==> src/design/rv_core_cfg.svh <==
`ifndef RV_CORE_CFG_SVH
`define RV_CORE_CFG_SVH

// Data and address width
`define RV_XLEN 32

// Architectural registers, x0 included
`define RV_NUM_REGS 32

// Data memory depth in 32-bit words
`define RV_DMEM_WORDS 64

`endif

==> src/design/reg_file.sv <==
`timescale 1ns/1ns
`default_nettype none

`include "rv_core_cfg.svh"

module reg_file (
    input  wire logic                clk_i,
    input  wire logic                rst_i,
    input  wire logic [4:0]          rs1_addr_i,
    input  wire logic [4:0]          rs2_addr_i,
    output logic      [`RV_XLEN-1:0] rs1_data_o,
    output logic      [`RV_XLEN-1:0] rs2_data_o,
    input  wire logic                we_i,
    input  wire logic [4:0]          waddr_i,
    input  wire logic [`RV_XLEN-1:0] wdata_i
);

    logic [`RV_XLEN-1:0] regs [`RV_NUM_REGS];

    always_ff @(posedge clk_i) begin
        if (rst_i) begin
            for (int i = 0; i < `RV_NUM_REGS; i++) begin
                regs[i] <= '0;
            end
        end else if (we_i && (waddr_i != 5'd0)) begin
            regs[waddr_i] <= wdata_i;
        end
    end

    // x0 reads zero regardless of contents
    assign rs1_data_o = (rs1_addr_i == 5'd0) ? '0 : regs[rs1_addr_i];
    assign rs2_data_o = (rs2_addr_i == 5'd0) ? '0 : regs[rs2_addr_i];

endmodule

`default_nettype wire

==> config.mk <==
export PLATFORM = sky130hd
export DESIGN_NAME = reg_file
export DESIGN_NICKNAME = d
export VERILOG_FILES = /design/src/design/reg_file.sv
export VERILOG_INCLUDE_DIRS = /design/src /design/src/design
export SDC_FILE = /design/constraint.sdc
export NUM_CORES = 2
export LEC_CHECK = 0
export BUFFER_PORTS_ARGS = -buffer_cell sky130_fd_sc_hd__buf_2
export CAP_MARGIN = 20
export CORE_UTILIZATION = 60
export DETAILED_ROUTE_END_ITERATION = 16
export PLACE_DENSITY_LB_ADDON = 0.3
export RECOVER_POWER = 50
export SLEW_MARGIN = 20
export SYNTH_ARGS = -nofsm -noshare
export SYNTH_HDL_FRONTEND = slang
export SYNTH_SLANG_ARGS = --single-unit
==> constraint.sdc <==
create_clock -name clk_i -period 3 [get_ports clk_i]
set_input_delay 0.6 -clock clk_i [delete_from_list [all_inputs] [get_ports clk_i]]
set_output_delay 0.6 -clock clk_i [all_outputs]
set_load 0.01 [all_outputs]
After elaboration in Yosys (flattened, before gate mapping) --
Memory sizes are Yosys's and may differ from the RTL's. Cells that the tools add are included.
Storage, ports and cells: word-level logic and storage cells 16, memory bits (writable) 1024, input bits 50, register bits 0, output and inout bits 64, memories 1
Cells by class: mux-type cells 10, reduce and logical (&&, ||, !) cells 5
Memory list:
- regs | words 32, bits a word 32, read ports 2, clocked after Yosys merged registers in 0, write ports 32, line reg_file.sv:18 | logic [`RV_XLEN-1:0] regs [`RV_NUM_REGS];
Operator list (number):
- $mux W32 | 3
- $reduce_or A32 Y1 | 1
- $logic_not A5 Y1 | 2
- $mux W1 | 6
- $mux W5 | 1
- $reduce_bool A5 Y1 | 1
- $logic_and A1 B1 Y1 | 1

Logic depth before layout (Yosys ltp) --
depth in word-level cells 7, mapped depth 9, mapped depth without buffers 4

Worst setup path before layout --
Ideal clock, no wire load.
path kind input -> output, start input port rs2_addr_i[2], end output port rs2_data_o[15], arrival time 2260 ps, cell stages on the path 7, required time 2400 ps, setup slack 140 ps, path buffers 3, cell sequence buf_2 -> buf_2 -> buf_1 -> mux4_2 -> a22o_1 -> a2111oi_1 -> nor3_1
On the way: longest elaborated chain between the ends 2, elaborated cells between the ends (all ways) 3, those cells by class 1 x mux; 1 x reduce/logical; 1 x memory
Ends and longest elaborated chain:
- start: declaration | line reg_file.sv:10 | input wire logic [4:0] rs2_addr_i,
- $mem_v2 Z32 W32 / $logic_not A5 Y1 (equally long branches)
- $mux W32 * | line reg_file.sv:32 | assign rs2_data_o = (rs2_addr_i == 5'd0) ? '0 : regs[rs2_addr_i];
- end: declaration | line reg_file.sv:12 | output logic [`RV_XLEN-1:0] rs2_data_o,
Mark *: on every way between the ends. The rest lies on a longest branch, timed or not.

Worst setup path after layout --
start input port rs2_addr_i[0], end output port rs2_data_o[8]
Same word-level chain as after synthesis.

==> run summary <==
status = complete, but fails checks
failing checks = capacitance limit, slew limit, setup timing
post-route cell area = 66,400 µm²
crit path time final = 3.36 ns
die width = 303 µm
CP Data Required Time = 2.40 ns
Setup TNS Final = -28.27 ns
LEAKAGE = 0.0236 µW
io pins = 114
TritonCTS clock tree = done
num rows = 109
first-pass GRT wire length = 260 mm
fmax = 0.298 GHz
pwr dens = 535 nW/µm²
Worst-Margin Slew = 2.16 ns
clk slew on worst S/H paths = 0.06 ns
Top Registers = regs (1024)
port bufs = 113
# fillers = 5,001
Synth Cell Area = 54,300 µm²
DIE AREA = 91,600 µm²
commonest non-fill, non-tap cell in the layout = edfxtp_1
crit path max fanout = 8
number of remaining DRC errors = 0
number of global-route vias before repair = 38,700
pre-CTS WS = -0.923 ns
Root Driver = clkbuf_16
1st-iter DRT viols = 6,204
initial cell density of the core = 61.0%
Hold Vio Cnt, Final = 0
floorplan core area = 88,900 µm²
largest net degree at the start of global routing = 38
Via Count = 37,600
CP startpoint kind = input port
endpoint type of the worst setup path = primary output
Setup CP Type = input port to primary output
antenna violations before repair = 15
hold buffer count at CTS = 0
H-tree lvl count = 3
Avg Synthesized Cell Area = 15.5 µm²
DR vias/cell = 7.26
cells after synthesis = 3,502
area of the multi-input gates = 24,200 µm²
Sequential Area = 30,700 µm²
layout net count = 3,970
layout cells sized above 1 = 40.2%
number of synthesized flops with an enable pin = 1,024
FF+latch count, synth = 1,024
fin. max-slew vios = 35
async set-reset flop share out of synthesis = 0%
P&R area growth vs syn = 22.4%
CP max-delay cell = mux4_2
instance area at placement = 59,000 µm²
CP peak stage delay = 0.49 ns
max-cap check violation count = 1
Yosys cell types = 42
Slew HR = -44.3%
Placer Congestion = 0.934
Final setup violation count = 315
Fin Hold WS = 0.525 ns
Biggest register = regs
Congestion Overflow GR = 0
final HPWL from detailed placement = 114 mm
post-route insts no fill = 5,176
buffer levels on the longest clock path = 3
HP Class = input port to flop
Syn. warnings = 0
crit-path leading delay family = buffers and inverters
Routed Antenna Nets = 0
Inst Count DP = 4,843
unrepaired setup endpoints after global routing = true
Clock Sinks = 1,024
CP arrival = 2.76 ns
Final period util = 112%
first drt pass iteration count = 7
most frequent cells in the layout = 1,024 x edfxtp_1, 821 x and2_1, 472 x mux4_2, 317 x buf_4, 172 x and2_0
Setup WS post-layout = -0.358 ns
most common flop cell mapped by yosys = edfxtp_1
GR Util All Layers = 40.3%
Largest register FFs = 1,024
buffer and inverter count on the worst path = 7
sequential element share of the synthesized area = 56.7%
total CTS buffers = 105
CP cell instances = buf_16, buf_12, buf_16, buf_12, buf_6, mux4_2, a22o_4, a2111oi_4, buf_4, nor3_2, buf_2
VDD IR max = 0.000468 V
die height = 303 µm
routed wire length = 185 mm
DR WL/cell = 35.8 µm
## area by class of cell
cell class	instances	area share [%]
flip-flops and latches	1024	46.3
inverters	2	0.0113
clock buffers	129	4.12
multi-input cells	2120	36.4
well taps	1165	2.19
clock inverters	66	0.914
repair buffers	667	10.0
diodes	3	0.0113
## synthesized netlist by cell type, drive strengths merged (4+ instances only)
library cell     n  share of area [%]
edfxtp        1024                 57
and2           995                 11
mux4           472                 20
clkbuf         271                1.9
mux2i          150                2.8
buf            116                1.5
o22ai          103                1.2
a2111oi         55               0.98
nor3            54               0.50
a22o            51               0.82
nor2            36               0.25
or2             33               0.38
mux2            30               0.62
a22oi           16               0.22
nor2b           14               0.16
a21oi           12               0.11
a211oi           7              0.097
nand2            7              0.048
nor4             6              0.069
nand2b           5              0.058
nand3            5              0.046
nand3b           5              0.069
a221oi           4              0.065
a32o             4              0.074
o21ai            4              0.037
or3b             4              0.065
## stage by stage
step / total power [µW] / utilization (%)
after floorplan: 19600 / -
after global placement: 21600 / 66.3
after detailed placement: 21700 / 66.3
after CTS: 35100 / 73.7
after global routing: 36200 / 74.7
final: 35500 / 74.7
## power breakdown
group	total [µW]	switching [µW]	internal [µW]
Combinational	5530	2940	2600
Sequential	17000	477	16500
Clock	13000	5630	7340
## layer usage
metal | vias up | part of all wire [%] | track usage, % | wire, µm
met5 | - | 0.068 | 0 | 126
met4 | 18 | 7.8 | 27.2 | 14400
met3 | 784 | 14 | 10.7 | 26300
met2 | 3603 | 46 | 62.1 | 85800
met1 | 18700 | 32 | 50.4 | 58900
li1 | 14400 | - | - | -
## kinds of logic after synthesis
group                  after synthesis  synth area share [%]
buffers and inverters              389                  3.35
AO/OA/AOI/OAI                      259                  3.65
multiplexers                       652                  23.0
other                                1               0.00691
AND/OR/NAND/NOR                   1177                  13.3
flip-flops                        1024                  56.7
## timing repair
action / CTS / global route
pin swaps: 101 / 68
resized for setup: 410 / 128
endpoints found under the setup margin: 64 / 64
gates cloned: 11 / 5
endpoints found under the hold margin: 0 / 0
buffers inserted: 78 / 71
## final timing paths
check,from,endpoint,depth (start not counted)
setup / recovery,rs2_addr_i[0],rs2_data_o[8],11
hold / removal,wdata_i[13],regs[10][13]$_SDFFCE_PN0P_,2
(Power assumes the default switching activity.)
