==> src/design/rv_core_cfg.svh <==
`ifndef RV_CORE_CFG_SVH
`define RV_CORE_CFG_SVH

// Data and address width
`define RV_XLEN 32

// Architectural registers, x0 included
`define RV_NUM_REGS 32

// Data memory depth in 32-bit words
`define RV_DMEM_WORDS 64

`endif

==> src/design/rv_pkg.sv <==
`default_nettype none

package rv_pkg;

    // Major opcodes of the supported subset
    localparam logic [6:0] OPCODE_OP     = 7'b0110011;
    localparam logic [6:0] OPCODE_OPIMM  = 7'b0010011;
    localparam logic [6:0] OPCODE_LOAD   = 7'b0000011;
    localparam logic [6:0] OPCODE_STORE  = 7'b0100011;
    localparam logic [6:0] OPCODE_BRANCH = 7'b1100011;
    localparam logic [6:0] OPCODE_JAL    = 7'b1101111;
    localparam logic [6:0] OPCODE_JALR   = 7'b1100111;

    typedef enum logic [3:0] {
        ALU_ADD = 4'd0,
        ALU_SUB = 4'd1,
        ALU_AND = 4'd2,
        ALU_OR  = 4'd3,
        ALU_XOR = 4'd4,
        ALU_SRA = 4'd5,
        ALU_SRL = 4'd6,
        ALU_SLL = 4'd7,
        ALU_SLT = 4'd8,
        ALU_EQ  = 4'd9
    } alu_op_e;

    typedef enum logic [1:0] {
        IMM_I  = 2'd0,
        IMM_S  = 2'd1,
        IMM_SB = 2'd2,
        IMM_UJ = 2'd3
    } imm_sel_e;

    typedef struct packed {
        alu_op_e alu_op;
        logic    alu_src;     // Operand B from immediate
        logic    jal;
        logic    jalr;
        logic    branch;
        logic    bne;         // Inverts the equality result
        logic    mem_to_reg;
        logic    mem_wen;
        logic    mem_ren;
        logic    reg_wen;
    } ctrl_t;

endpackage

`default_nettype wire

==> src/design/decode_if.sv <==
`timescale 1ns/1ns
`default_nettype none

`include "rv_core_cfg.svh"

interface decode_if;

    rv_pkg::ctrl_t        ctrl;
    logic [`RV_XLEN-1:0]  imm;   // Sign-extended
    logic [4:0]           rd;

    modport producer (
        output ctrl,
        output imm,
        output rd
    );

    modport consumer (
        input ctrl,
        input imm,
        input rd
    );

endinterface

`default_nettype wire

==> src/design/decoder.sv <==
`timescale 1ns/1ns
`default_nettype none

`include "rv_core_cfg.svh"

module decoder (
    input  wire logic [31:0] inst_i,
    decode_if.producer       dec_o
);

    logic [6:0] opcode;
    logic [2:0] funct3;
    logic [6:0] funct7;

    logic [`RV_XLEN-1:0] i_imm;
    logic [`RV_XLEN-1:0] s_imm;
    logic [`RV_XLEN-1:0] sb_imm;
    logic [`RV_XLEN-1:0] uj_imm;
    logic [`RV_XLEN-1:0] imm_ext;

    rv_pkg::imm_sel_e imm_sel;
    rv_pkg::ctrl_t    ctrl;

    assign opcode = inst_i[6:0];
    assign funct3 = inst_i[14:12];
    assign funct7 = inst_i[31:25];

    assign i_imm  = {{(`RV_XLEN - 12){inst_i[31]}}, inst_i[31:20]};
    assign s_imm  = {{(`RV_XLEN - 12){inst_i[31]}}, inst_i[31:25], inst_i[11:7]};
    assign sb_imm = {{(`RV_XLEN - 13){inst_i[31]}}, inst_i[31], inst_i[7],
                     inst_i[30:25], inst_i[11:8], 1'b0};
    assign uj_imm = {{(`RV_XLEN - 21){inst_i[31]}}, inst_i[31], inst_i[19:12],
                     inst_i[20], inst_i[30:21], 1'b0};

    always_comb begin
        ctrl    = '0;   // All enables low, ALU add
        imm_sel = rv_pkg::IMM_I;
        case (opcode)
            rv_pkg::OPCODE_OP: begin
                ctrl.reg_wen = 1'b1;
                case (funct3)
                    3'b000:  ctrl.alu_op = funct7[5] ? rv_pkg::ALU_SUB : rv_pkg::ALU_ADD;
                    3'b001:  ctrl.alu_op = rv_pkg::ALU_SLL;
                    3'b010:  ctrl.alu_op = rv_pkg::ALU_SLT;
                    3'b100:  ctrl.alu_op = rv_pkg::ALU_XOR;
                    3'b101:  ctrl.alu_op = funct7[5] ? rv_pkg::ALU_SRA : rv_pkg::ALU_SRL;
                    3'b110:  ctrl.alu_op = rv_pkg::ALU_OR;
                    3'b111:  ctrl.alu_op = rv_pkg::ALU_AND;
                    default: ctrl.alu_op = rv_pkg::ALU_ADD;
                endcase
            end
            rv_pkg::OPCODE_OPIMM: begin
                ctrl.reg_wen = 1'b1;
                ctrl.alu_src = 1'b1;
                // No SUBI, bit 30 only matters for shifts
                case (funct3)
                    3'b001:  ctrl.alu_op = rv_pkg::ALU_SLL;
                    3'b010:  ctrl.alu_op = rv_pkg::ALU_SLT;
                    3'b100:  ctrl.alu_op = rv_pkg::ALU_XOR;
                    3'b101:  ctrl.alu_op = funct7[5] ? rv_pkg::ALU_SRA : rv_pkg::ALU_SRL;
                    3'b110:  ctrl.alu_op = rv_pkg::ALU_OR;
                    3'b111:  ctrl.alu_op = rv_pkg::ALU_AND;
                    default: ctrl.alu_op = rv_pkg::ALU_ADD;
                endcase
            end
            rv_pkg::OPCODE_LOAD: begin
                ctrl.alu_src    = 1'b1;   // rs1 + imm address
                ctrl.mem_ren    = 1'b1;
                ctrl.mem_to_reg = 1'b1;
                ctrl.reg_wen    = 1'b1;
            end
            rv_pkg::OPCODE_STORE: begin
                ctrl.alu_src = 1'b1;
                ctrl.mem_wen = 1'b1;
                imm_sel      = rv_pkg::IMM_S;
            end
            rv_pkg::OPCODE_BRANCH: begin
                ctrl.alu_op = rv_pkg::ALU_EQ;   // Compare rs1 with rs2
                ctrl.branch = 1'b1;
                ctrl.bne    = funct3[0];
                imm_sel     = rv_pkg::IMM_SB;
            end
            rv_pkg::OPCODE_JAL: begin
                ctrl.jal     = 1'b1;
                ctrl.reg_wen = 1'b1;
                imm_sel      = rv_pkg::IMM_UJ;
            end
            rv_pkg::OPCODE_JALR: begin
                ctrl.jalr    = 1'b1;
                ctrl.alu_src = 1'b1;   // Target from ALU
                ctrl.reg_wen = 1'b1;
            end
            default: begin
                ctrl = '0;
            end
        endcase
    end

    always_comb begin
        case (imm_sel)
            rv_pkg::IMM_S:  imm_ext = s_imm;
            rv_pkg::IMM_SB: imm_ext = sb_imm;
            rv_pkg::IMM_UJ: imm_ext = uj_imm;
            default:        imm_ext = i_imm;
        endcase
    end

    assign dec_o.ctrl = ctrl;
    assign dec_o.imm  = imm_ext;
    assign dec_o.rd   = inst_i[11:7];

endmodule

`default_nettype wire

==> src/flat_wrapper.sv <==
// flat-port wrapper written by rule: the top's interface ports become plain ports
module decoder_flat 
  (inst_i, dec_o_ctrl, dec_o_imm, dec_o_rd);
  decode_if dec_o_i ();
  input  wire logic [31:0] inst_i;
  output wire logic [$bits(dec_o_i.ctrl)-1:0] dec_o_ctrl;
  output wire logic [$bits(dec_o_i.imm)-1:0] dec_o_imm;
  output wire logic [$bits(dec_o_i.rd)-1:0] dec_o_rd;
  assign dec_o_ctrl = dec_o_i.ctrl;
  assign dec_o_imm = dec_o_i.imm;
  assign dec_o_rd = dec_o_i.rd;
  decoder u_core (.inst_i(inst_i), .dec_o(dec_o_i));
endmodule
==> config.mk <==
export PLATFORM = sky130hd
export DESIGN_NAME = decoder_flat
export DESIGN_NICKNAME = d
export VERILOG_FILES = /design/src/design/rv_pkg.sv /design/src/design/decode_if.sv /design/src/design/decoder.sv /design/src/flat_wrapper.sv
export VERILOG_INCLUDE_DIRS = /design/src /design/src/design
export SDC_FILE = /design/constraint.sdc
export NUM_CORES = 1
export LEC_CHECK = 0
export CAP_MARGIN = 20
export CORE_AREA = 2 2 42 44
export DETAILED_ROUTE_END_ITERATION = 8
export DIE_AREA = 0 0 44 46
export DONT_BUFFER_PORTS = 1
export PLACE_DENSITY_LB_ADDON = 0.12
export SLEW_MARGIN = 10
export SYNTH_ARGS = -nofsm -noshare
export SYNTH_HDL_FRONTEND = slang
export SYNTH_SLANG_ARGS = --single-unit
==> constraint.sdc <==
create_clock -name vclk -period 1.5
set_clock_uncertainty 0.2 [all_clocks]
set_input_delay 0.3 -clock vclk [all_inputs]
set_output_delay 0.3 -clock vclk [all_outputs]
set_load 0.02 [all_outputs]
# == Yosys cells after proc, flatten, opt, wreduce, memory -nomap -nowiden ==
# Cells that the tools add are included.
# word_totals
reg_bits,0
input_bits,32
output_inout_bits,50
elab_cells,33
# classes
eq_ne,16
muxes,14
n_reduce_logical,3
# ops
cell,n
$pmux 20 s3,1
$pmux 4 s7,1
$pmux 4 s6,1
$eq 7x7->1 const B,3
$eq 7x6->1 const B,2
$eq 3x3->1 const B,4
$pmux 4 s3,1
$eq 7x2->1 const B,1
$eq 7x5->1 const B,1
$mux 1,7
$pmux 2 s3,1
$reduce_or 5->1,1
$eq 2x2->1 const B,2
$mux 2,2
$reduce_or 4->1,1
$eq 3x1->1 const B,1
$eq 3x2->1 const B,1
$logic_not 3->1,1
$eq 2x1->1 const B,1

# == Longest topological paths before layout ==
# Gate-level depths: netlist of the first run.
# depth
ltp_word,4
ltp_mapped,5
ltp_nobuf,5

# == Worst setup path before layout of the first run ==
# OpenSTA, ideal clock, no wires.
# synth_path
kind,input-to-output
startpoint,input inst_i[5]
endpoint,output dec_o_ctrl[3]
t_arrival_ns,1.555
required_ns,1.000
slack_ns,-0.555
cell_stages,3
n_path_buf,1
path_cell_list,or3_2 -> nor3_1 -> buf_4
# synth_between
elab_chain_cells,2
# synth_lines
item,line_no,rtl
"start, declared",flat_wrapper.sv:5,input wire logic [31:0] inst_i;
$eq 7x2->1,-,
$mux 1,-,
"end, declared",flat_wrapper.sv:6,output wire logic [$bits(dec_o_i.ctrl)-1:0] dec_o_ctrl;
# No other way between the ends.

# == Worst setup path in the final report of the first run ==
# layout_path
startpoint,input inst_i[3]
endpoint,output dec_o_imm[11]
# layout_between
elab_chain_cells,4
word_cells_on_any_way,8
classes_between,eq/ne (6); mux (2)
# layout_lines
item,line_no,rtl
$eq 7x7->1 / $eq 7x6->1 (equally long branches),decoder.sv:38,case (opcode)
$pmux 2 s3 *,decoder.sv:38,
$eq 2x2->1 / $eq 2x1->1 (equally long branches),decoder.sv:100,case (imm_sel)
$pmux 20 s3 *,decoder.sv:100,
"end, declared",flat_wrapper.sv:7,output wire logic [$bits(dec_o_i.imm)-1:0] dec_o_imm;
# Mark *: on every way between the ends. The rest lies on a longest branch, timed or not.

==> results of run 1 <==
[what timing repair did]
item | 4_1_cts | 5_1_grt
pin swaps | 17 | 6
cloned | 0 | 1
setup endpoints to repair | 23 | 26
resized for setup | 24 | 12
[kinds of logic (layout without fill, tap and decap cells)]
| group | count (synthesis) | after routing | synth area share, % |
|---|---|---|---|
| multiplexers | 4 | 4 | 7.66 |
| AND/OR/NAND/NOR | 27 | 27 | 31.5 |
| XOR/XNOR | 1 | 1 | 1.49 |
| buffers and inverters | 28 | 23 | 34.7 |
| AO/OA/AOI/OAI | 20 | 20 | 24.7 |
[cells in the final DEF (no fill, tap or decap), types with 2 or more instances in the layout]
master	n
nor2_4	2
nand2_2	2
nor2_1	2
mux2_4	4
nand2_1	3
nor2_2	2
buf_6	8
a21oi_1	4
nor3_4	2
a21o_4	8
nand3b_1	3
buf_4	12
[power breakdown]
group | switching [µW] | total (µW) | internal (µW)
clock network | 0 | 0 | 0
registers | 0 | 0 | 0
logic | 70.3 | 140 | 69.4
[through the flow]
stage	power [µW]	setup WS [ns]
after floorplan	184	-0.272
after global placement	115	-0.268
after detailed placement	115	-0.272
after CTS	134	-0.202
after global routing	149	-0.239
final	140	-0.198
[metal layers]
metal,part of all wire (%),vias to the layer above,global-route usage [%]
li1,-,252,-
met1,37,259,15.2
met2,53,21,24.4
met3,9.6,4,1.19
met4,0.40,0,1.82
met5,0,-,0
[final cells by class]
type	instances	area (µm²)	share of cell area, %
well taps	17	21.3	2.68
multi-input cells	52	561	70.6
repair buffers	21	200	25.2
inverters	2	12.5	1.57
[worst min path at each step]
stage	depth (start not counted)	end
after floorplan	1	dec_o_ctrl[1]
after global placement	0	dec_o_imm[6]
after detailed placement	0	dec_o_imm[6]
after CTS	0	dec_o_imm[6]
after global routing	0	dec_o_imm[10]
final	0	dec_o_rd[0]
==> results.tsv, run 1 <==
metric	value	unit
Ys Warns	0	
Non-Filler Instances	92	
Peak VDD IR	0.110	mV
final net count	109	
Slew headroom	80.7	%
fmax	0.589	GHz
family with the most delay on the worst path	compound AO/OA/AOI/OAI gates	
CP bufs+invs	0	
layout cell share with drive strength beyond 1	72.0	%
WHS	0.400	ns
CP startpoint	inst_i[3]	
global-route wire length before repair	2030	µm
Worst Tran Pin Value	0.289	ns
FFs & Latches	0	
largest net degree at the start of global routing	15	
drt pass-1 iters	2	
final clock period utilization by the worst path	113	%
crit path kind	primary input to output pin	
Worst Path Required	1.00	ns
DR iter-0 viols	2	
top cells by count, synth	24 x buf_4, 8 x a21o_1, 5 x nand2_1, 5 x nor2_1	
DRT Wirelength	1480	µm
synth unique cells	31	
DR vias/cell	5.83	
most common cell in the netlist	buf_4	
critical-path maximum fanout	5	
ranking of synthesized cells by area	buf_4 31%, a21o_1 10%, mux2_2 7.7%	
syn_nets	112	
Post-DRT Antenna Nets	0	
final worst slack	-0.198	ns
post-synthesis sequential area ratio	0	%
DP Area	626	µm²
synth-to-layout area growth	35.1	%
status	complete, but fails checks	
crit path DAT	1.20	ns
Routed WL per cell	16.1	µm
Core Box Area	1610	µm²
Total GRT Usage	12.6	%
grt ovf	0	
post-layout min period	1.70	ns
Final Setup Violations	20	
hpwl dp	1110	µm
antenna violations before repair	0	
DR DRC count	0	
post-CTS setup buffer count	0	
design area	795	µm²
CP Capture Type	output pin	
HP Class	primary input to output pin	
Die Wd	44	µm
routability congestion estimate	0.735	
leakage power total	0.000350	µW
synthesized netlist cell count	80	
antenna cell count	0	
CLK BUF	0	
Slew Limit Fails	0	
I/O Buffers	0	
Crit path largest cell delay	0.40	ns
Synth Cell Area	588	µm²
RSZ-0062 raised after global routing	true	
die area	2020	µm²
P per Cell Area	176	nW/µm²
Setup crit end	dec_o_imm[11]	
CP startpoint kind	primary input	
via count	536	
slowest CP cell	o41a_1	
number of I/O pins	82	
Hold Path Origin	inst_i[7]	
Final Hold Viols	0	
cts hold-fix bufs	0	
Starting Density	36.4	%
most area-hungry cell type in the Yosys netlist	buf_4	
top-area cell type share of the netlist area	30.6	%
mean post-synth cell area	7.35	µm²
Worst path depth	3	
Layout fillers	156	
Die Span Y	46	µm
Row Count	15	
total negative slack	-1.50	ns
dpl cells	92	
Finished Core Util	49.2	%
Max-Cap Viols	0	
failing checks	negative setup slack	
vias in the first global route	464	
crit path cell chain	xor2_1 -> o41a_1 -> a221o_1	
Register Area	0	µm²
(Power assumes the default switching activity.)
==> inputs of run 2 (changes only) <==
--- a/config.mk
+++ b/config.mk
@@ -11,7 +11,7 @@
 export DETAILED_ROUTE_END_ITERATION = 8
 export DIE_AREA = 0 0 44 46
 export DONT_BUFFER_PORTS = 1
-export PLACE_DENSITY_LB_ADDON = 0.12
+export MAX_ROUTING_LAYER = met4
 export SLEW_MARGIN = 10
 export SYNTH_ARGS = -nofsm -noshare
 export SYNTH_HDL_FRONTEND = slang
==> run 2 against run 1 <==
  * The run still ends with negative setup slack left
  * Wire length is 8.2% higher
  * Combinational power about the same
  * Sequential cell count unchanged
  * Design area is 0.79% higher
  * Clock-buffer cell count unchanged
  * Cell count shrank 1.1%
  * Critical path depth unchanged
  * Fmax fell by 1.2%
  * Critical endpoint unchanged
==> results.tsv, run 2 (synthesized netlist as in run 1, its figures left out) <==
metric	value	unit
HP Class	primary input to output pin	
number of I/O pins	82	
DRT Wirelength	1600	µm
total negative slack	-1.31	ns
hpwl dp	1140	µm
antenna cell count	0	
antenna violations before repair	0	
leakage power total	0.000347	µW
global-route wire length before repair	2200	µm
crit path kind	primary input to output pin	
fmax	0.582	GHz
via count	552	
post-layout min period	1.72	ns
Die Span Y	46	µm
DR vias/cell	6.07	
critical-path maximum fanout	5	
status	complete, but fails checks	
drt pass-1 iters	4	
crit path DAT	1.22	ns
Worst Tran Pin Value	0.288	ns
CLK BUF	0	
failing checks	negative setup slack	
most frequent cells in the layout	12 x buf_4, 8 x a21o_4, 7 x buf_6, 4 x a21oi_1, 4 x mux2_4	
DP Area	603	µm²
Die Wd	44	µm
Final Hold Viols	0	
DR iter-0 viols	2	
FFs & Latches	0	
Total GRT Usage	14.3	%
Starting Density	36.4	%
vias in the first global route	507	
Core Box Area	1610	µm²
Post-DRT Antenna Nets	0	
routability congestion estimate	0.715	
final clock period utilization by the worst path	115	%
Max-Cap Viols	0	
Layout fillers	152	
P per Cell Area	178	nW/µm²
Slew headroom	80.8	%
final net count	108	
DR DRC count	0	
CP startpoint kind	primary input	
Peak VDD IR	0.123	mV
Final Setup Violations	13	
Row Count	15	
leading cell type in the layout, fill and taps excluded	buf_4	
CP Capture Type	output pin	
Slew Limit Fails	0	
layout cell share with drive strength beyond 1	73.0	%
die area	2020	µm²
design area	801	µm²
final worst slack	-0.218	ns
I/O Buffers	0	
grt ovf	0	
Worst Path Required	1.00	ns
Register Area	0	µm²
RSZ-0062 raised after global routing	true	
largest net degree at the start of global routing	15	
synth-to-layout area growth	36.2	%
Routed WL per cell	17.6	µm
[run 2: cell types whose count changed in the layout (fill, tap and decap cells not counted)]
cell,previous run,this run
nand2_2,2,1
o21ai_1,1,0
nand3_2,0,1
nand3_4,1,0
nand2_8,0,1
buf_6,8,7
o21ai_4,1,2
[run 2: power breakdown]
part	leakage (µW)	internal [µW]	switching [µW]
clock	0	0	0
sequential	0	0	0
combinational	0.000347	69.7	72.5
[run 2: per-stage QoR]
stage / std cells / utilization, % / total power (µW) / setup WS (ns) / hold slack, ns
final: 91 / 49.6 / 142 / -0.218 / 0.400
after CTS: 91 / 47.3 / 137 / -0.212 / 0.400
after global routing: 91 / 49.6 / 151 / -0.236 / 0.400
after floorplan: 80 / - / 184 / -0.272 / 0.434
after detailed placement: 89 / 37.4 / 115 / -0.283 / 0.400
after global placement: 89 / 37.4 / 114 / -0.280 / 0.400
[run 2: layout make-up]
class / count / area [µm²] / share of cell area (%)
well taps: 17 / 21.3 / 2.66
repair buffers: 20 / 189 / 23.6
multi-input cells: 52 / 578 / 72.2
inverters: 2 / 12.5 / 1.56
[run 2: worst paths after layout]
check                       from             to  cells after the start
worst max-delay path   inst_i[4]  dec_o_imm[11]                      3
worst min-delay path  inst_i[25]   dec_o_imm[5]                      0
[run 2: what timing repair did]
item,4_1_cts,5_1_grt
setup buffers,3,1
setup endpoints to repair,22,24
resized for setup,31,6
pin swaps,14,7
hold buffers,0,0
[run 2: metal layers]
metal	share of wire [%]	track usage, %	vias to the layer above
li1	-	-	250
met1	31	14.7	252
met2	57	28.5	48
met3	11	2.78	2
met4	0.87	1.82	0
met5	0	-	-
[run 2: critical path, stage by stage]
cell and delay (ns):
nand2b_4 0.14, o41a_1 0.42, a221o_1 0.36
==> inputs of run 3 (changes only) <==
==> constraint.sdc (replaced) <==
create_clock -name vclk -period 1.6
set_clock_uncertainty 0.2 [all_clocks]
set_input_delay 0.32 -clock vclk [all_inputs]
set_output_delay 0.32 -clock vclk [all_outputs]
set_load 0.02 [all_outputs]
==> run 3 against run 2 <==
  * The flow still finishes with violations (negative setup slack)
  * Wire length shrank 0.69%
  * Critical path type unchanged
  * Total power shrank 7.6%
  * Critical endpoint unchanged
  * Worst hold slack gained 0.040 ns
  * Design area shrank 2.5%
  * Sequential share of layout area is the same
  * Non-clock buffer count grew 3
==> results.tsv, run 3 (synthesized netlist as in run 1, its figures left out) <==
metric	value	unit
critical-path maximum fanout	5	
Post-DRT Antenna Nets	0	
Worst Tran Pin Value	0.295	ns
global-route wire length before repair	2310	µm
DR iter-0 viols	4	
Die Span Y	46	µm
fmax	0.572	GHz
DR vias/cell	5.85	
grt ovf	0	
RSZ-0062 raised after global routing	true	
status	complete, but fails checks	
WHS	0.440	ns
die area	2020	µm²
pre-CTS setup slack	-0.223	ns
slowest CP cell	o41a_1	
DRT Wirelength	1590	µm
largest net degree at the start of global routing	15	
total negative slack	-0.820	ns
routability congestion estimate	0.711	
drt pass-1 iters	2	
FFs & Latches	0	
Layout fillers	155	
Peak VDD IR	0.0967	mV
layout cell share with drive strength beyond 1	72.7	%
Starting Density	36.4	%
most frequent cells in the layout	15 x buf_4, 8 x a21o_4, 8 x buf_6, 4 x nor2_1, 4 x mux2_4	
I/O Buffers	0	
CLK BUF	0	
leading cell type in the layout, fill and taps excluded	buf_4	
CP startpoint kind	primary input	
vias in the first global route	534	
crit path cell chain	nand2b_4 -> o41a_1 -> a221o_1	
Register Area	0	µm²
Max-Cap Viols	0	
via count	550	
area of the multi-input gates	547	µm²
Die Wd	44	µm
final net count	111	
design area	781	µm²
failing checks	negative setup slack	
CP bufs+invs	0	
Final Hold Viols	0	
Total GRT Usage	14.9	%
P per Cell Area	168	nW/µm²
number of I/O pins	82	
Final Setup Violations	10	
crit path kind	primary input to output pin	
post-layout min period	1.75	ns
final worst slack	-0.150	ns
Core Box Area	1610	µm²
dpl cells	94	
hpwl dp	1210	µm
DR DRC count	0	
HP Class	primary input to output pin	
CP Capture Type	output pin	
Non-Filler Instances	94	
Routed WL per cell	16.9	µm
DP Area	621	µm²
final clock period utilization by the worst path	109	%
family with the most delay on the worst path	compound AO/OA/AOI/OAI gates	
Worst Path Required	1.08	ns
antenna violations before repair	0	
Row Count	15	
cts hold-fix bufs	0	
Slew headroom	80.3	%
leakage power total	0.000364	µW
Slew Limit Fails	0	
synth-to-layout area growth	32.8	%
Crit path largest cell delay	0.41	ns
crit path DAT	1.23	ns
antenna cell count	0	
## run 3: cell types whose count changed in the layout (fill, tap and decap cells not counted), sizes merged
cell,change
buf,+3
clkinv,-1
inv,+1
## run 3: power breakdown
part	internal [µW]	switching (µW)
logic	64.7	66.6
clock network	0	0
registers	0	0
## run 3: final timing paths
check       start       endpoint  slack, ns  depth (start not counted)
max     inst_i[4]  dec_o_imm[11]      -0.15                          3
min    inst_i[28]   dec_o_imm[8]       0.44                          0
## run 3: area by class of cell
class | count | share of cell area [%]
multi-input cells | 52 | 70.0
inverters | 2 | 1.28
well taps | 17 | 2.72
repair buffers | 23 | 26.0
## run 3: what timing repair did
action	CTS	global route
pin swaps	5	6
endpoints found under the setup margin	22	18
buffers inserted	0	1
gates resized for setup	21	14
## run 3: per-layer routing
layer	up-vias	routed length (µm)	GRT usage, %
li1	256	-	-
met2	35	878	29.7
met1	257	518	16.4
met4	0	4	0.606
met3	2	192	1.59
met5	-	0	-
## run 3: per-stage QoR
stage	util, %	total power [µW]
final	48.4	131
after global routing	48.4	140
after CTS	44.3	124
after detailed placement	38.4	108
after global placement	38.4	107
after floorplan	-	171
